`src/include/tex_defines.svh`:
```
`ifndef TEX_DEFINES_SVH
`define TEX_DEFINES_SVH

// lanes per request, one memory bank per lane
`define TEX_NUM_LANES 4

// words per bank, addresses wrap at this depth
`define TEX_BANK_DEPTH 16

`define TEX_REQQ_DEPTH 2

`define TEX_INFO_BITS 8

`endif

```
`src/texels.hex`:
```
// one 32-bit texel word per line, word addresses 0 to 15
// every byte differs so that shifts and zero extension show up
8c1f2a03
91e4b715
a2d3c826
b3c2d937
c4b1ea48
d5a0fb59
e69f0c6a
f78e1d7b
087d2e8c
196c3f9d
2a5b40ae
3b4a51bf
4c3962c0
5d2873d1
6e1784e2
7f0695f3
```
`src/hw/tex_pkg.sv`:
```
`default_nettype none
`include "tex_defines.svh"

package tex_pkg;

    typedef logic [29:0] word_addr_t;
    typedef logic [31:0] byte_addr_t;
    typedef logic [31:0] texel_t;
    typedef logic [`TEX_NUM_LANES-1:0] lane_mask_t;
    typedef logic [1:0] texel_idx_t;

    typedef enum logic [1:0] {
        STRIDE_BYTE = 2'd0,
        STRIDE_HALF = 2'd1,
        STRIDE_WORD = 2'd2
    } tex_stride_e;

    typedef enum logic {
        FILTER_POINT    = 1'b0,
        FILTER_BILINEAR = 1'b1
    } tex_filter_e;

    // addr indexed as [lane][texel]
    typedef struct packed {
        lane_mask_t                              tmask;
        tex_filter_e                             filter;
        tex_stride_e                             stride;
        byte_addr_t [`TEX_NUM_LANES-1:0][3:0]    addr;
        logic [`TEX_INFO_BITS-1:0]               info;
    } tex_req_t;

    typedef struct packed {
        lane_mask_t                              tmask;
        texel_t [`TEX_NUM_LANES-1:0][3:0]        data;
        logic [`TEX_INFO_BITS-1:0]               info;
    } tex_rsp_t;

endpackage

`default_nettype wire

```
`src/hw/mem_pkg.sv`:
```
`default_nettype none
`include "tex_defines.svh"

package mem_pkg;

    // tag carries the texel index of the quad
    typedef struct packed {
        tex_pkg::word_addr_t addr;
        tex_pkg::texel_idx_t tag;
    } mem_lane_req_t;

    typedef struct packed {
        tex_pkg::texel_t     data;
        tex_pkg::texel_idx_t tag;
    } mem_lane_rsp_t;

    // one beat from the merger, lanes sharing a tag
    typedef struct packed {
        tex_pkg::lane_mask_t                     valid;
        tex_pkg::texel_t [`TEX_NUM_LANES-1:0]    data;
        tex_pkg::texel_idx_t                     tag;
    } mem_rsp_t;

endpackage

`default_nettype wire

```
`src/hw/sync_fifo.sv`:
```
`timescale 1ns/1ps
`default_nettype none

module sync_fifo #(
    parameter int WIDTH = 8,
    parameter int DEPTH = 4
) (
    input  wire              clk,
    input  wire              reset,
    input  wire              push,
    input  wire              pop,
    input  wire [WIDTH-1:0]  data_in,
    output logic [WIDTH-1:0] data_out,
    output logic             empty,
    output logic             full
);

    localparam int PTR_W = (DEPTH > 1) ? $clog2(DEPTH) : 1;
    localparam int CNT_W = $clog2(DEPTH + 1);

    logic [WIDTH-1:0] mem [DEPTH];
    logic [PTR_W-1:0] rd_ptr;
    logic [PTR_W-1:0] wr_ptr;
    logic [CNT_W-1:0] count;
    logic             do_push;
    logic             do_pop;

    assign empty    = (count == '0);
    assign full     = (count == CNT_W'(DEPTH));
    assign do_pop   = pop && ~empty;
    // a full fifo still takes a push on the cycle it pops
    assign do_push  = push && (~full || do_pop);
    assign data_out = mem[rd_ptr];

    always_ff @(posedge clk) begin
        if (do_push) begin
            mem[wr_ptr] <= data_in;
        end
    end

    always_ff @(posedge clk) begin
        if (reset) begin
            rd_ptr <= '0;
            wr_ptr <= '0;
            count  <= '0;
        end else begin
            if (do_push) begin
                wr_ptr <= (wr_ptr == PTR_W'(DEPTH - 1)) ? '0 : wr_ptr + 1'b1;
            end
            if (do_pop) begin
                rd_ptr <= (rd_ptr == PTR_W'(DEPTH - 1)) ? '0 : rd_ptr + 1'b1;
            end
            case ({do_push, do_pop})
                2'b10: count <= count + 1'b1;
                2'b01: count <= count - 1'b1;
                default: count <= count;
            endcase
        end
    end

endmodule

`default_nettype wire

```
`src/hw/tex_mem_bank.sv`:
```
`timescale 1ns/1ps
`default_nettype none
`include "tex_defines.svh"

module tex_mem_bank (
    input  wire                         clk,
    input  wire                         reset,
    input  wire                         req_valid,
    input  wire mem_pkg::mem_lane_req_t req,
    output logic                        req_ready,
    output logic                        rsp_valid,
    output mem_pkg::mem_lane_rsp_t      rsp,
    input  wire                         rsp_ready
);

    localparam int AW = $clog2(`TEX_BANK_DEPTH);

    tex_pkg::texel_t        texels [`TEX_BANK_DEPTH];
    mem_pkg::mem_lane_rsp_t rd_word;
    logic                   fifo_empty;
    logic                   fifo_full;

    initial begin
        $readmemh("/design/src/texels.hex", texels);
    end

    // word address wraps on the bank depth
    assign rd_word.data = texels[req.addr[AW-1:0]];
    assign rd_word.tag  = req.tag;

    assign req_ready = ~fifo_full;
    assign rsp_valid = ~fifo_empty;

    sync_fifo #(
        .WIDTH ($bits(mem_pkg::mem_lane_rsp_t)),
        .DEPTH (2)
    ) out_fifo (
        .clk      (clk),
        .reset    (reset),
        .push     (req_valid && req_ready),
        .pop      (rsp_valid && rsp_ready),
        .data_in  (rd_word),
        .data_out (rsp),
        .empty    (fifo_empty),
        .full     (fifo_full)
    );

endmodule

`default_nettype wire

```
`src/hw/tex_rsp_merge.sv`:
```
`timescale 1ns/1ps
`default_nettype none
`include "tex_defines.svh"

module tex_rsp_merge (
    input  wire tex_pkg::lane_mask_t                    bank_valid,
    input  wire mem_pkg::mem_lane_rsp_t [`TEX_NUM_LANES-1:0] bank_rsp,
    output tex_pkg::lane_mask_t                         bank_ready,
    output logic                                        rsp_valid,
    output mem_pkg::mem_rsp_t                           rsp,
    input  wire                                         rsp_ready
);

    localparam int N = `TEX_NUM_LANES;

    tex_pkg::texel_idx_t sel_tag;
    tex_pkg::lane_mask_t match;

    always_comb begin
        sel_tag = '0;
        // walk down so the lowest valid bank wins
        for (int i = N - 1; i >= 0; i--) begin
            if (bank_valid[i]) begin
                sel_tag = bank_rsp[i].tag;
            end
        end
        for (int i = 0; i < N; i++) begin
            match[i]       = bank_valid[i] && (bank_rsp[i].tag == sel_tag);
            rsp.data[i]    = bank_rsp[i].data;
        end
        rsp.valid = match;
        rsp.tag   = sel_tag;
    end

    assign rsp_valid  = |bank_valid;
    assign bank_ready = match & {N{rsp_ready}};

endmodule

`default_nettype wire

```
`src/hw/tex_memory.sv`:
```
`timescale 1ns/1ps
`default_nettype none
`include "tex_defines.svh"

module tex_memory (
    input  wire                                         clk,
    input  wire                                         reset,
    input  wire                                         req_valid,
    input  wire tex_pkg::tex_req_t                      req,
    output logic                                        req_ready,
    output tex_pkg::lane_mask_t                         mem_req_valid,
    output mem_pkg::mem_lane_req_t [`TEX_NUM_LANES-1:0] mem_req,
    input  wire tex_pkg::lane_mask_t                    mem_req_ready,
    input  wire                                         mem_rsp_valid,
    input  wire mem_pkg::mem_rsp_t                      mem_rsp,
    output logic                                        mem_rsp_ready,
    output logic                                        rsp_valid,
    output tex_pkg::tex_rsp_t                           rsp,
    input  wire                                         rsp_ready
);

    localparam int N     = `TEX_NUM_LANES;
    localparam int CTR_W = $clog2(N * 4 + 1);

    // waddr and offs are indexed as [texel][lane]
    typedef struct packed {
        tex_pkg::lane_mask_t               tmask;
        tex_pkg::tex_filter_e              filter;
        tex_pkg::tex_stride_e              stride;
        logic [3:0]                        dup;
        tex_pkg::word_addr_t [3:0][N-1:0]  waddr;
        logic [3:0][N-1:0][1:0]            offs;
        logic [`TEX_INFO_BITS-1:0]         info;
    } reqq_entry_t;

    reqq_entry_t in_entry;
    reqq_entry_t q;
    logic        reqq_push;
    logic        reqq_pop;
    logic        reqq_empty;
    logic        reqq_full;

    always_comb begin
        in_entry.tmask  = req.tmask;
        in_entry.filter = req.filter;
        in_entry.stride = req.stride;
        in_entry.info   = req.info;
        for (int j = 0; j < 4; j++) begin
            in_entry.dup[j] = req.tmask[0];
            for (int i = 0; i < N; i++) begin
                in_entry.waddr[j][i] = req.addr[i][j][31:2];
                in_entry.offs[j][i]  = req.addr[i][j][1:0];
                // any active lane off lane 0's word breaks the shared fetch
                if (req.tmask[i] && (req.addr[i][j][31:2] != req.addr[0][j][31:2])) begin
                    in_entry.dup[j] = 1'b0;
                end
            end
        end
    end

    assign reqq_push = req_valid && req_ready;
    assign req_ready = ~reqq_full;

    sync_fifo #(
        .WIDTH ($bits(reqq_entry_t)),
        .DEPTH (`TEX_REQQ_DEPTH)
    ) reqq (
        .clk      (clk),
        .reset    (reset),
        .push     (reqq_push),
        .pop      (reqq_pop),
        .data_in  (in_entry),
        .data_out (q),
        .empty    (reqq_empty),
        .full     (reqq_full)
    );

    // texel issue
    tex_pkg::texel_idx_t req_idx;
    tex_pkg::lane_mask_t sent_mask;
    tex_pkg::lane_mask_t req_fire;
    tex_pkg::lane_mask_t dup_mask;
    logic                texels_done;
    logic                texel_valid;
    logic                req_dup;
    logic                is_last_texel;
    logic                sent_all_ready;
    logic                last_texel_sent;

    assign texel_valid   = ~reqq_empty && ~texels_done;
    assign req_dup       = q.dup[req_idx];
    assign is_last_texel = (q.filter == tex_pkg::FILTER_BILINEAR) ? (req_idx == 2'd3)
                                                                   : (req_idx == 2'd0);
    assign req_fire      = mem_req_valid & mem_req_ready;

    assign sent_all_ready  = (&(mem_req_ready | sent_mask | ~q.tmask))
                          || (req_dup && mem_req_ready[0]);
    assign last_texel_sent = texel_valid && sent_all_ready && is_last_texel;

    always_ff @(posedge clk) begin
        if (reset || last_texel_sent) begin
            req_idx <= '0;
        end else if (texel_valid && sent_all_ready) begin
            req_idx <= req_idx + 1'b1;
        end
    end

    always_ff @(posedge clk) begin
        if (reset || reqq_pop) begin
            texels_done <= 1'b0;
        end else if (last_texel_sent) begin
            texels_done <= 1'b1;
        end
    end

    always_ff @(posedge clk) begin
        if (reset || sent_all_ready) begin
            sent_mask <= '0;
        end else begin
            sent_mask <= sent_mask | req_fire;
        end
    end

    always_comb begin
        for (int i = 0; i < N; i++) begin
            dup_mask[i]    = (i == 0) || ~req_dup;
            mem_req[i].addr = q.waddr[req_idx][i];
            mem_req[i].tag  = req_idx;
        end
        mem_req_valid = {N{texel_valid}} & q.tmask & dup_mask & ~sent_mask;
    end

    // response gather
    tex_pkg::texel_t [3:0][N-1:0] rsp_texels;
    tex_pkg::texel_t [3:0][N-1:0] rsp_texels_n;
    tex_pkg::tex_rsp_t            rsp_n;
    tex_pkg::texel_idx_t          rsp_idx;
    tex_pkg::lane_mask_t          rsp_cur_tmask;
    logic [CTR_W-1:0]             rsp_rem_ctr;
    logic [CTR_W-1:0]             rsp_cur_cnt;
    logic [CTR_W-1:0]             req_cnt;
    logic                         rsp_dup;
    logic                         rsp_fire;
    logic                         rsp_texels_done;
    logic                         stall_out;

    assign rsp_idx       = mem_rsp.tag;
    assign rsp_dup       = q.dup[rsp_idx];
    assign rsp_cur_tmask = rsp_dup ? q.tmask : mem_rsp.valid;
    assign rsp_cur_cnt   = CTR_W'($countones(rsp_cur_tmask));
    assign req_cnt       = CTR_W'($countones(q.tmask));
    assign rsp_fire      = mem_rsp_valid && mem_rsp_ready;

    always_comb begin
        tex_pkg::texel_t src;
        tex_pkg::texel_t shifted;
        logic [1:0]      off;
        rsp_texels_n = rsp_texels;
        for (int i = 0; i < N; i++) begin
            src     = (rsp_dup ? mem_rsp.data[0] : mem_rsp.data[i]) & {32{rsp_cur_tmask[i]}};
            off     = q.offs[rsp_idx][i];
            shifted = src;
            if (off[1]) begin
                shifted[15:0] = src[31:16];
            end
            if (off[0]) begin
                shifted[7:0] = shifted[15:8];
            end
            case (q.stride)
                tex_pkg::STRIDE_BYTE: shifted = {24'b0, shifted[7:0]};
                tex_pkg::STRIDE_HALF: shifted = {16'b0, shifted[15:0]};
                default: shifted = shifted;
            endcase
            rsp_texels_n[rsp_idx][i] = rsp_texels[rsp_idx][i] | shifted;
        end
    end

    always_ff @(posedge clk) begin
        if (reset || reqq_pop) begin
            rsp_texels <= '0;
        end else if (rsp_fire) begin
            rsp_texels <= rsp_texels_n;
        end
    end

    // loaded by the first lane request of the head entry
    always_ff @(posedge clk) begin
        if (reset) begin
            rsp_rem_ctr <= '0;
        end else if ((|req_fire) && (rsp_rem_ctr == '0)) begin
            rsp_rem_ctr <= (q.filter == tex_pkg::FILTER_BILINEAR) ? (req_cnt << 2) : req_cnt;
        end else if (rsp_fire) begin
            rsp_rem_ctr <= rsp_rem_ctr - rsp_cur_cnt;
        end
    end

    assign stall_out       = rsp_valid && ~rsp_ready;
    assign rsp_texels_done = rsp_fire && (rsp_rem_ctr == rsp_cur_cnt);
    assign reqq_pop        = rsp_texels_done;
    // only the completing beat waits on the output register
    assign mem_rsp_ready   = ~stall_out || (rsp_rem_ctr != rsp_cur_cnt);

    always_comb begin
        rsp_n.tmask = q.tmask;
        rsp_n.info  = q.info;
        for (int i = 0; i < N; i++) begin
            for (int j = 0; j < 4; j++) begin
                rsp_n.data[i][j] = rsp_texels_n[j][i];
            end
        end
    end

    always_ff @(posedge clk) begin
        if (reset) begin
            rsp_valid <= 1'b0;
        end else if (~stall_out) begin
            rsp_valid <= rsp_texels_done;
        end
    end

    always_ff @(posedge clk) begin
        if (~stall_out) begin
            rsp <= rsp_n;
        end
    end

endmodule

`default_nettype wire

```
`src/hw/tex_mem_top.sv`:
```
`timescale 1ns/1ps
`default_nettype none
`include "tex_defines.svh"

module tex_mem_top (
    input  wire                    clk,
    input  wire                    reset,
    input  wire                    req_valid,
    input  wire tex_pkg::tex_req_t req,
    output logic                   req_ready,
    output logic                   rsp_valid,
    output tex_pkg::tex_rsp_t      rsp,
    input  wire                    rsp_ready
);

    localparam int N = `TEX_NUM_LANES;

    tex_pkg::lane_mask_t              lane_req_valid;
    tex_pkg::lane_mask_t              lane_req_ready;
    mem_pkg::mem_lane_req_t [N-1:0]   lane_req;
    tex_pkg::lane_mask_t              lane_rsp_valid;
    tex_pkg::lane_mask_t              lane_rsp_ready;
    mem_pkg::mem_lane_rsp_t [N-1:0]   lane_rsp;
    logic                             merged_valid;
    logic                             merged_ready;
    mem_pkg::mem_rsp_t                merged_rsp;

    tex_memory tex_mem (
        .clk           (clk),
        .reset         (reset),
        .req_valid     (req_valid),
        .req           (req),
        .req_ready     (req_ready),
        .mem_req_valid (lane_req_valid),
        .mem_req       (lane_req),
        .mem_req_ready (lane_req_ready),
        .mem_rsp_valid (merged_valid),
        .mem_rsp       (merged_rsp),
        .mem_rsp_ready (merged_ready),
        .rsp_valid     (rsp_valid),
        .rsp           (rsp),
        .rsp_ready     (rsp_ready)
    );

    for (genvar i = 0; i < N; i++) begin : g_bank
        tex_mem_bank bank (
            .clk       (clk),
            .reset     (reset),
            .req_valid (lane_req_valid[i]),
            .req       (lane_req[i]),
            .req_ready (lane_req_ready[i]),
            .rsp_valid (lane_rsp_valid[i]),
            .rsp       (lane_rsp[i]),
            .rsp_ready (lane_rsp_ready[i])
        );
    end

    tex_rsp_merge merge (
        .bank_valid (lane_rsp_valid),
        .bank_rsp   (lane_rsp),
        .bank_ready (lane_rsp_ready),
        .rsp_valid  (merged_valid),
        .rsp        (merged_rsp),
        .rsp_ready  (merged_ready)
    );

endmodule

`default_nettype wire

```
`config.mk`:
```
export PLATFORM = sky130hd
export DESIGN_NAME = tex_mem_top
export DESIGN_NICKNAME = d
export VERILOG_FILES = /design/src/hw/tex_pkg.sv /design/src/hw/mem_pkg.sv /design/src/hw/sync_fifo.sv /design/src/hw/tex_mem_bank.sv /design/src/hw/tex_rsp_merge.sv /design/src/hw/tex_memory.sv /design/src/hw/tex_mem_top.sv
export VERILOG_INCLUDE_DIRS = /design/src /design/src/include
export SDC_FILE = /design/constraint.sdc
export NUM_CORES = 2
export LEC_CHECK = 0
export BUFFER_PORTS_ARGS = -buffer_cell sky130_fd_sc_hd__clkbuf_2
export CORE_MARGIN = 2
export CORE_UTILIZATION = 56
export CTS_BUF_LIST = sky130_fd_sc_hd__clkbuf_8
export DETAILED_ROUTE_END_ITERATION = 10
export PLACE_DENSITY = 0.8
export SLEW_MARGIN = 10
export SYNTH_ARGS = -nofsm -noshare
export SYNTH_HDL_FRONTEND = slang
export SYNTH_HIERARCHICAL = 1
export SYNTH_SLANG_ARGS = --single-unit
```
`constraint.sdc`:
```
create_clock -name clk -period 41 [get_ports clk]
set_input_delay 4.1 -clock clk [delete_from_list [all_inputs] [get_ports clk]]
set_output_delay 4.1 -clock clk [all_outputs]
set_load 0.02 [all_outputs]
```
# Yosys cells after proc, flatten, opt, wreduce, memory -nomap -nowiden
# Memory sizes are Yosys's and may differ from the RTL's. A register that Yosys moved wholly into a read port is not among the register bits.
# Cells that the tools add are included.
# classes
n_addsub,28
order_cmp,3
eq_ne,35
n_mux,91
n_bitwise,32
n_reduce_logical,71
# ops
op,count
512-bit bitwise mux,4
128-bit demux with 2-bit select,4
30-bit != test,12
128-bit binary-select mux with 2-bit select,1
128-bit two-way mux,2
32-bit one-hot mux with 2 select lines,4
32-bit AND,4
32-bit two-way mux,4
32-bit bitwise OR,4
96-bit two-way mux,1
16-bit two-way mux,4
64-bit two-way mux,1
1-bit two-way mux,45
1-bit logical AND,44
8-bit two-way mux,5
2-bit equality test (second input constant),11
4-bit AND,5
2-bit one-hot mux with 2 select lines,5
8-bit binary-select mux with 2-bit select,1
5-bit two-way mux,3
2-bit zero test,7
1-bit inverter,14
2-bit by 1-bit adder with 2-bit output (second input constant),6
2-bit by 1-bit equality test with 1-bit output (second input constant),6
20 further kinds,63
# word_totals
regBits,1069
ramBits,1334
in_bits,531
output_inout_bits,526
word_cells,319
mem_count,5
# memory_table
memory,depth,width,read_ports,rd_clocked_by_memory_dff,wr,line_no,text
tex_mem.reqq.mem,2,531,1,1,1,sync_fifo.sv:21,logic [WIDTH-1:0] mem [DEPTH];
g_bank[0].bank.out_fifo.mem,2,34,1,1,1,sync_fifo.sv:21,
g_bank[1].bank.out_fifo.mem,2,34,1,1,1,sync_fifo.sv:21,
g_bank[2].bank.out_fifo.mem,2,34,1,1,1,sync_fifo.sv:21,
g_bank[3].bank.out_fifo.mem,2,34,1,1,1,sync_fifo.sv:21,

# Logic depth before layout (Yosys ltp)
# logic_depth
ltp_word,19
mapped_depth,24
depth_no_buf,21

# By module
# Netlist, hierarchy kept.
# modules_own_cells
mod,n_inst,cells_each,area_per_inst_um2
tex_memory,1,4551,49593.8
sync_fifo at tex_mem.reqq,1,1682,38749.7
sync_fifo at g_bank[0].bank.out_fifo ...,4,136,2698.8
tex_rsp_merge,1,156,1192.4
tex_mem_bank,4,5,23.8

# Least setup slack after synthesis
# No wires, ideal clock.
# synth_path
path_kind,input port to flip-flop
start,in rsp_ready
end,mem tex_mem/reqq/mem[0][0] in the netlist's numbering (enable)
setup_ns,1.438
arrival_time_ns,39.570
required_time_ns,39.562
setup_slack_ns,-0.008
cell_stages,5
cell_sequence,nand2b_1 > o41a_1 > and2_1 > o21ai_2 > nor2_1
# synth_via
elab_chain_cells,11
# synth_rtl
item,line_no,text
start: declaration,tex_mem_top.sv:13,input wire rsp_ready
1-bit inverter,tex_memory.sv:197,assign stall_out = rsp_valid && ~rsp_ready;
1-bit logical AND,tex_memory.sv:197,
1-bit inverter,tex_memory.sv:201,assign mem_rsp_ready = ~stall_out || (rsp_rem_ctr != rsp_cur_cnt);
1-bit logical OR,tex_memory.sv:201,
1-bit logical AND,tex_memory.sv:152,assign rsp_fire = mem_rsp_valid && mem_rsp_ready;
1-bit logical AND,tex_memory.sv:198,assign rsp_texels_done = rsp_fire && (rsp_rem_ctr == rsp_cur_cnt);
net tex_mem.reqq_pop,tex_memory.sv:39,logic reqq_pop;
1-bit logical AND,sync_fifo.sv:30,assign do_pop = pop && ~empty;
1-bit logical OR,sync_fifo.sv:32,assign do_push = push && (~full || do_pop);
1-bit logical AND,sync_fifo.sv:32,
1-bit two-way mux,sync_fifo.sv:36,if (do_push) begin
1-bit two-way mux (implied by the code),sync_fifo.sv:37,mem[wr_ptr] <= data_in;
end: declaration,sync_fifo.sv:21,
# The timed path passes the listed nets, and every way through them passes these cells.

==> qor.txt <==
Fill cell count: 8,269
CTS Hold Bufs: 0
Setup TNS: 0 ps
Startpoint class of the critical path: flip-flop
Clock Path Buffers: 3
Antenna Nets Post-Route: 0
Clk_lat worst skew: 910 ps
Synth Cell Area: 0.06285 mm²
# setup viols final: 0
Sink Count: 1,448
Worst path top cell family by delay: buffers and inverters
Fmax: 117.3 MHz
Biggest cell delay along the critical path: 920 ps
Slew Limit Fails: 0
Core area: 0.1110 mm²
CP Data Arrival Time: 9360 ps
Vias in the first global route: 46,015
Hold Vio Cnt, Final: 0
Vias per inst: 6.024
Synthesis-to-finish area growth: 16.75%
TritonRoute pass-1 iters: 7
DR WL/cell: 30.03 µm
Via count: 49,113
Worst hold path class: flip-flop to flip-flop
RSZ-0062 raised after global routing: false
Gp weighted congestion: 1.065
Critical path data required time: 41,830 ps
Share of cells above drive strength 1: 26.91%
Initial antenna violation count: 56
Placed wire-length estimate: 184,100 µm
CP max stage cell: buf_4
Lkg Pwr: 31.49 nW
# DRC: 0
Worst path most repeated cell: buf_4
Post CTS Setup Buffer Count: 0
Reg2reg setup slack: 32,470 ps
Die ar.: 0.1149 mm²
Max-slew headroom: 11.62%
Root Buffer: clkbuf_8
Detailed Route Iter0 Violations: 7,441
Syn. warnings: 6
Critical path type: flip-flop to flip-flop
Total grt overflow: 0
Nets: 6,980
Pin count of the biggest net entering global routing: 174
Hold Crit Depth: 2
Fin util: 66.12%
# H-tree levels: 4
Fin area: 0.07337 mm²
Fin Clk Skew: 58.26 ps
Initial Utilization: 56.63%
Reg2reg end: tex_mem/rsp_texels[341]$_SDFFE_PP0P_
Syn Area/Cell: 11.81 µm²
Area after DPL: 0.06914 mm²
Detailed Route WL: 244,800 µm
Cells on worst reg2reg path: 22
VDD IR-drop max: 0.0001051 V
Setup WS post-layout: 32,470 ps
IO Port Bufs: 1,056
Critical path capture point type: flip-flop
Actual slew at the worst max-slew pin: 1312 ps
HP Start: tex_mem/rsp_texels[387]$_SDFFE_PP0P_
Die Wd: 339 µm
Tcrit/Tclk final: 20.80%
Post-CTS sizing: 0
CTS buffer count: 211
FP Rows: 122
Pwr Density: 86.24 mW/mm²
Cell count after synthesis: 5,321
Ports: 1,057
Fin crit period: 8526 ps
Worst Hold Path EP: tex_mem/rsp_texels[387]$_SDFFE_PP0P_
Max FO, Critical Path: 117
Post-place setup slack: 32,700 ps
Die Y-Extent: 339 µm
Worst-path cell chain: buf_4, mux2_2, a211oi_2, a211oi_4, buf_4, buf_4, xor2_1, nor3b_1, nand2b_1, nand2_1, fa_1, ha_1, ha_1, inv_1, ha_1, nand3_1, o41a_1, and2_1, nor2_4, buf_4, o21ai_0, a21oi_1
TritonCTS clock tree: built
GRT Util Overall: 41.42%
CP Buf/Inv Count: 5
First-pass GRT wire length: 336,800 µm
CTS clock-pin slew for the worst setup and hold paths: 60 ps
Status: complete, no violations
Maxcap violations: 0
metrics by stage:
| stage | std cells | hold WS, ps | power (W) |
|---|---|---|---|
| after global routing | 8142 | 474.3 | 0.006515 |
| after detailed placement | 7712 | 441.4 | 0.005101 |
| after global placement | 7712 | 428.9 | 0.005035 |
| after CTS | 8114 | 455.9 | 0.006204 |
| final | 8153 | 455.5 | 0.006328 |
| after floorplan | 5573 | 419.3 | 0.004037 |
report_power, final:
group          internal (W)  switching (W)  total [W]  leakage [nW]
Clock              0.000559       0.000552    0.00111          2.45
Sequential          0.00194       0.000156    0.00210          14.2
Combinational      0.000809        0.00231    0.00312          14.9
Total               0.00331        0.00302    0.00633          31.5
worst max-delay path by stage:
stage	from	slack, ps	depth (start not counted)	end
6_report	flip-flop	32470	22	tex_mem/rsp_texels[341]$_SDFFE_PP0P_
5_1_grt	flip-flop	32080	22	tex_mem/rsp_texels[370]$_SDFFE_PP0P_
4_1_cts	flip-flop	32670	22	tex_mem/rsp_texels[224]$_SDFFE_PP0P_
3_5_place_dp	flip-flop	32700	22	tex_mem/rsp_texels[224]$_SDFFE_PP0P_
3_3_place_gp	flip-flop	32970	22	tex_mem/rsp_texels[196]$_SDFFE_PP0P_
2_1_floorplan	rsp_ready	20750	7	g_bank[1].bank/out_fifo/mem[0][0]$_DFFE_PP_
final cells by class:
type | instances | area (µm²) | share of cell area [%]
tap | 1488 | 1862 | 2.537
clock inverter | 154 | 726.9 | 0.9907
inverter | 40 | 150.1 | 0.2046
antenna | 39 | 97.59 | 0.1330
sequential | 1448 | 37980 | 51.76
timing repair buffer | 1121 | 5798 | 7.902
clock buffer | 248 | 3413 | 4.652
multi-input combinational | 3615 | 23350 | 31.82
cells in the final DEF, fill, tap and decap left out, types with 78 or more instances in the layout:
cell and count:
nor2_1 454, mux2i_1 78, xnor2_1 120, nand2_1 428, inv_1 124, conb_1 256, clkbuf_8 248, edfxtp_1 898
a21o_1 229, xor2_1 259, o21ai_0 398, mux2_2 208, clkbuf_2 1056, a21oi_1 398, dfxtp_1 548
worst min-delay path, cell delays in order (launching register included):
cell	delay [ps]
dfxtp_1	330
nand2_1	40
o21ai_0	50
sequential cells by signal, summed over array words and instances (netlist names), 2 cells and up, named ones only:
signal,flops
g_bank.bank/out_fifo/count,8
g_bank.bank/out_fifo/mem,272
g_bank.bank/out_fifo/rd_ptr,4
g_bank.bank/out_fifo/wr_ptr,4
tex_mem/req_idx,2
tex_mem/reqq/count,2
tex_mem/reqq/mem,102
tex_mem/rsp,524
tex_mem/rsp_rem_ctr,5
tex_mem/rsp_texels,512
tex_mem/sent_mask,4
layer usage:
layer | vias to the layer above | share of wire [%] | track usage [%] | routed length (µm)
li1 | 21211 | - | - | -
met1 | 23595 | 34 | 48.88 | 82530
met2 | 3598 | 46 | 65.58 | 113600
met3 | 687 | 12 | 11.93 | 29200
met4 | 22 | 7.9 | 28.54 | 19350
met5 | - | 0.051 | 0 | 124
(Power assumes the default switching activity.)
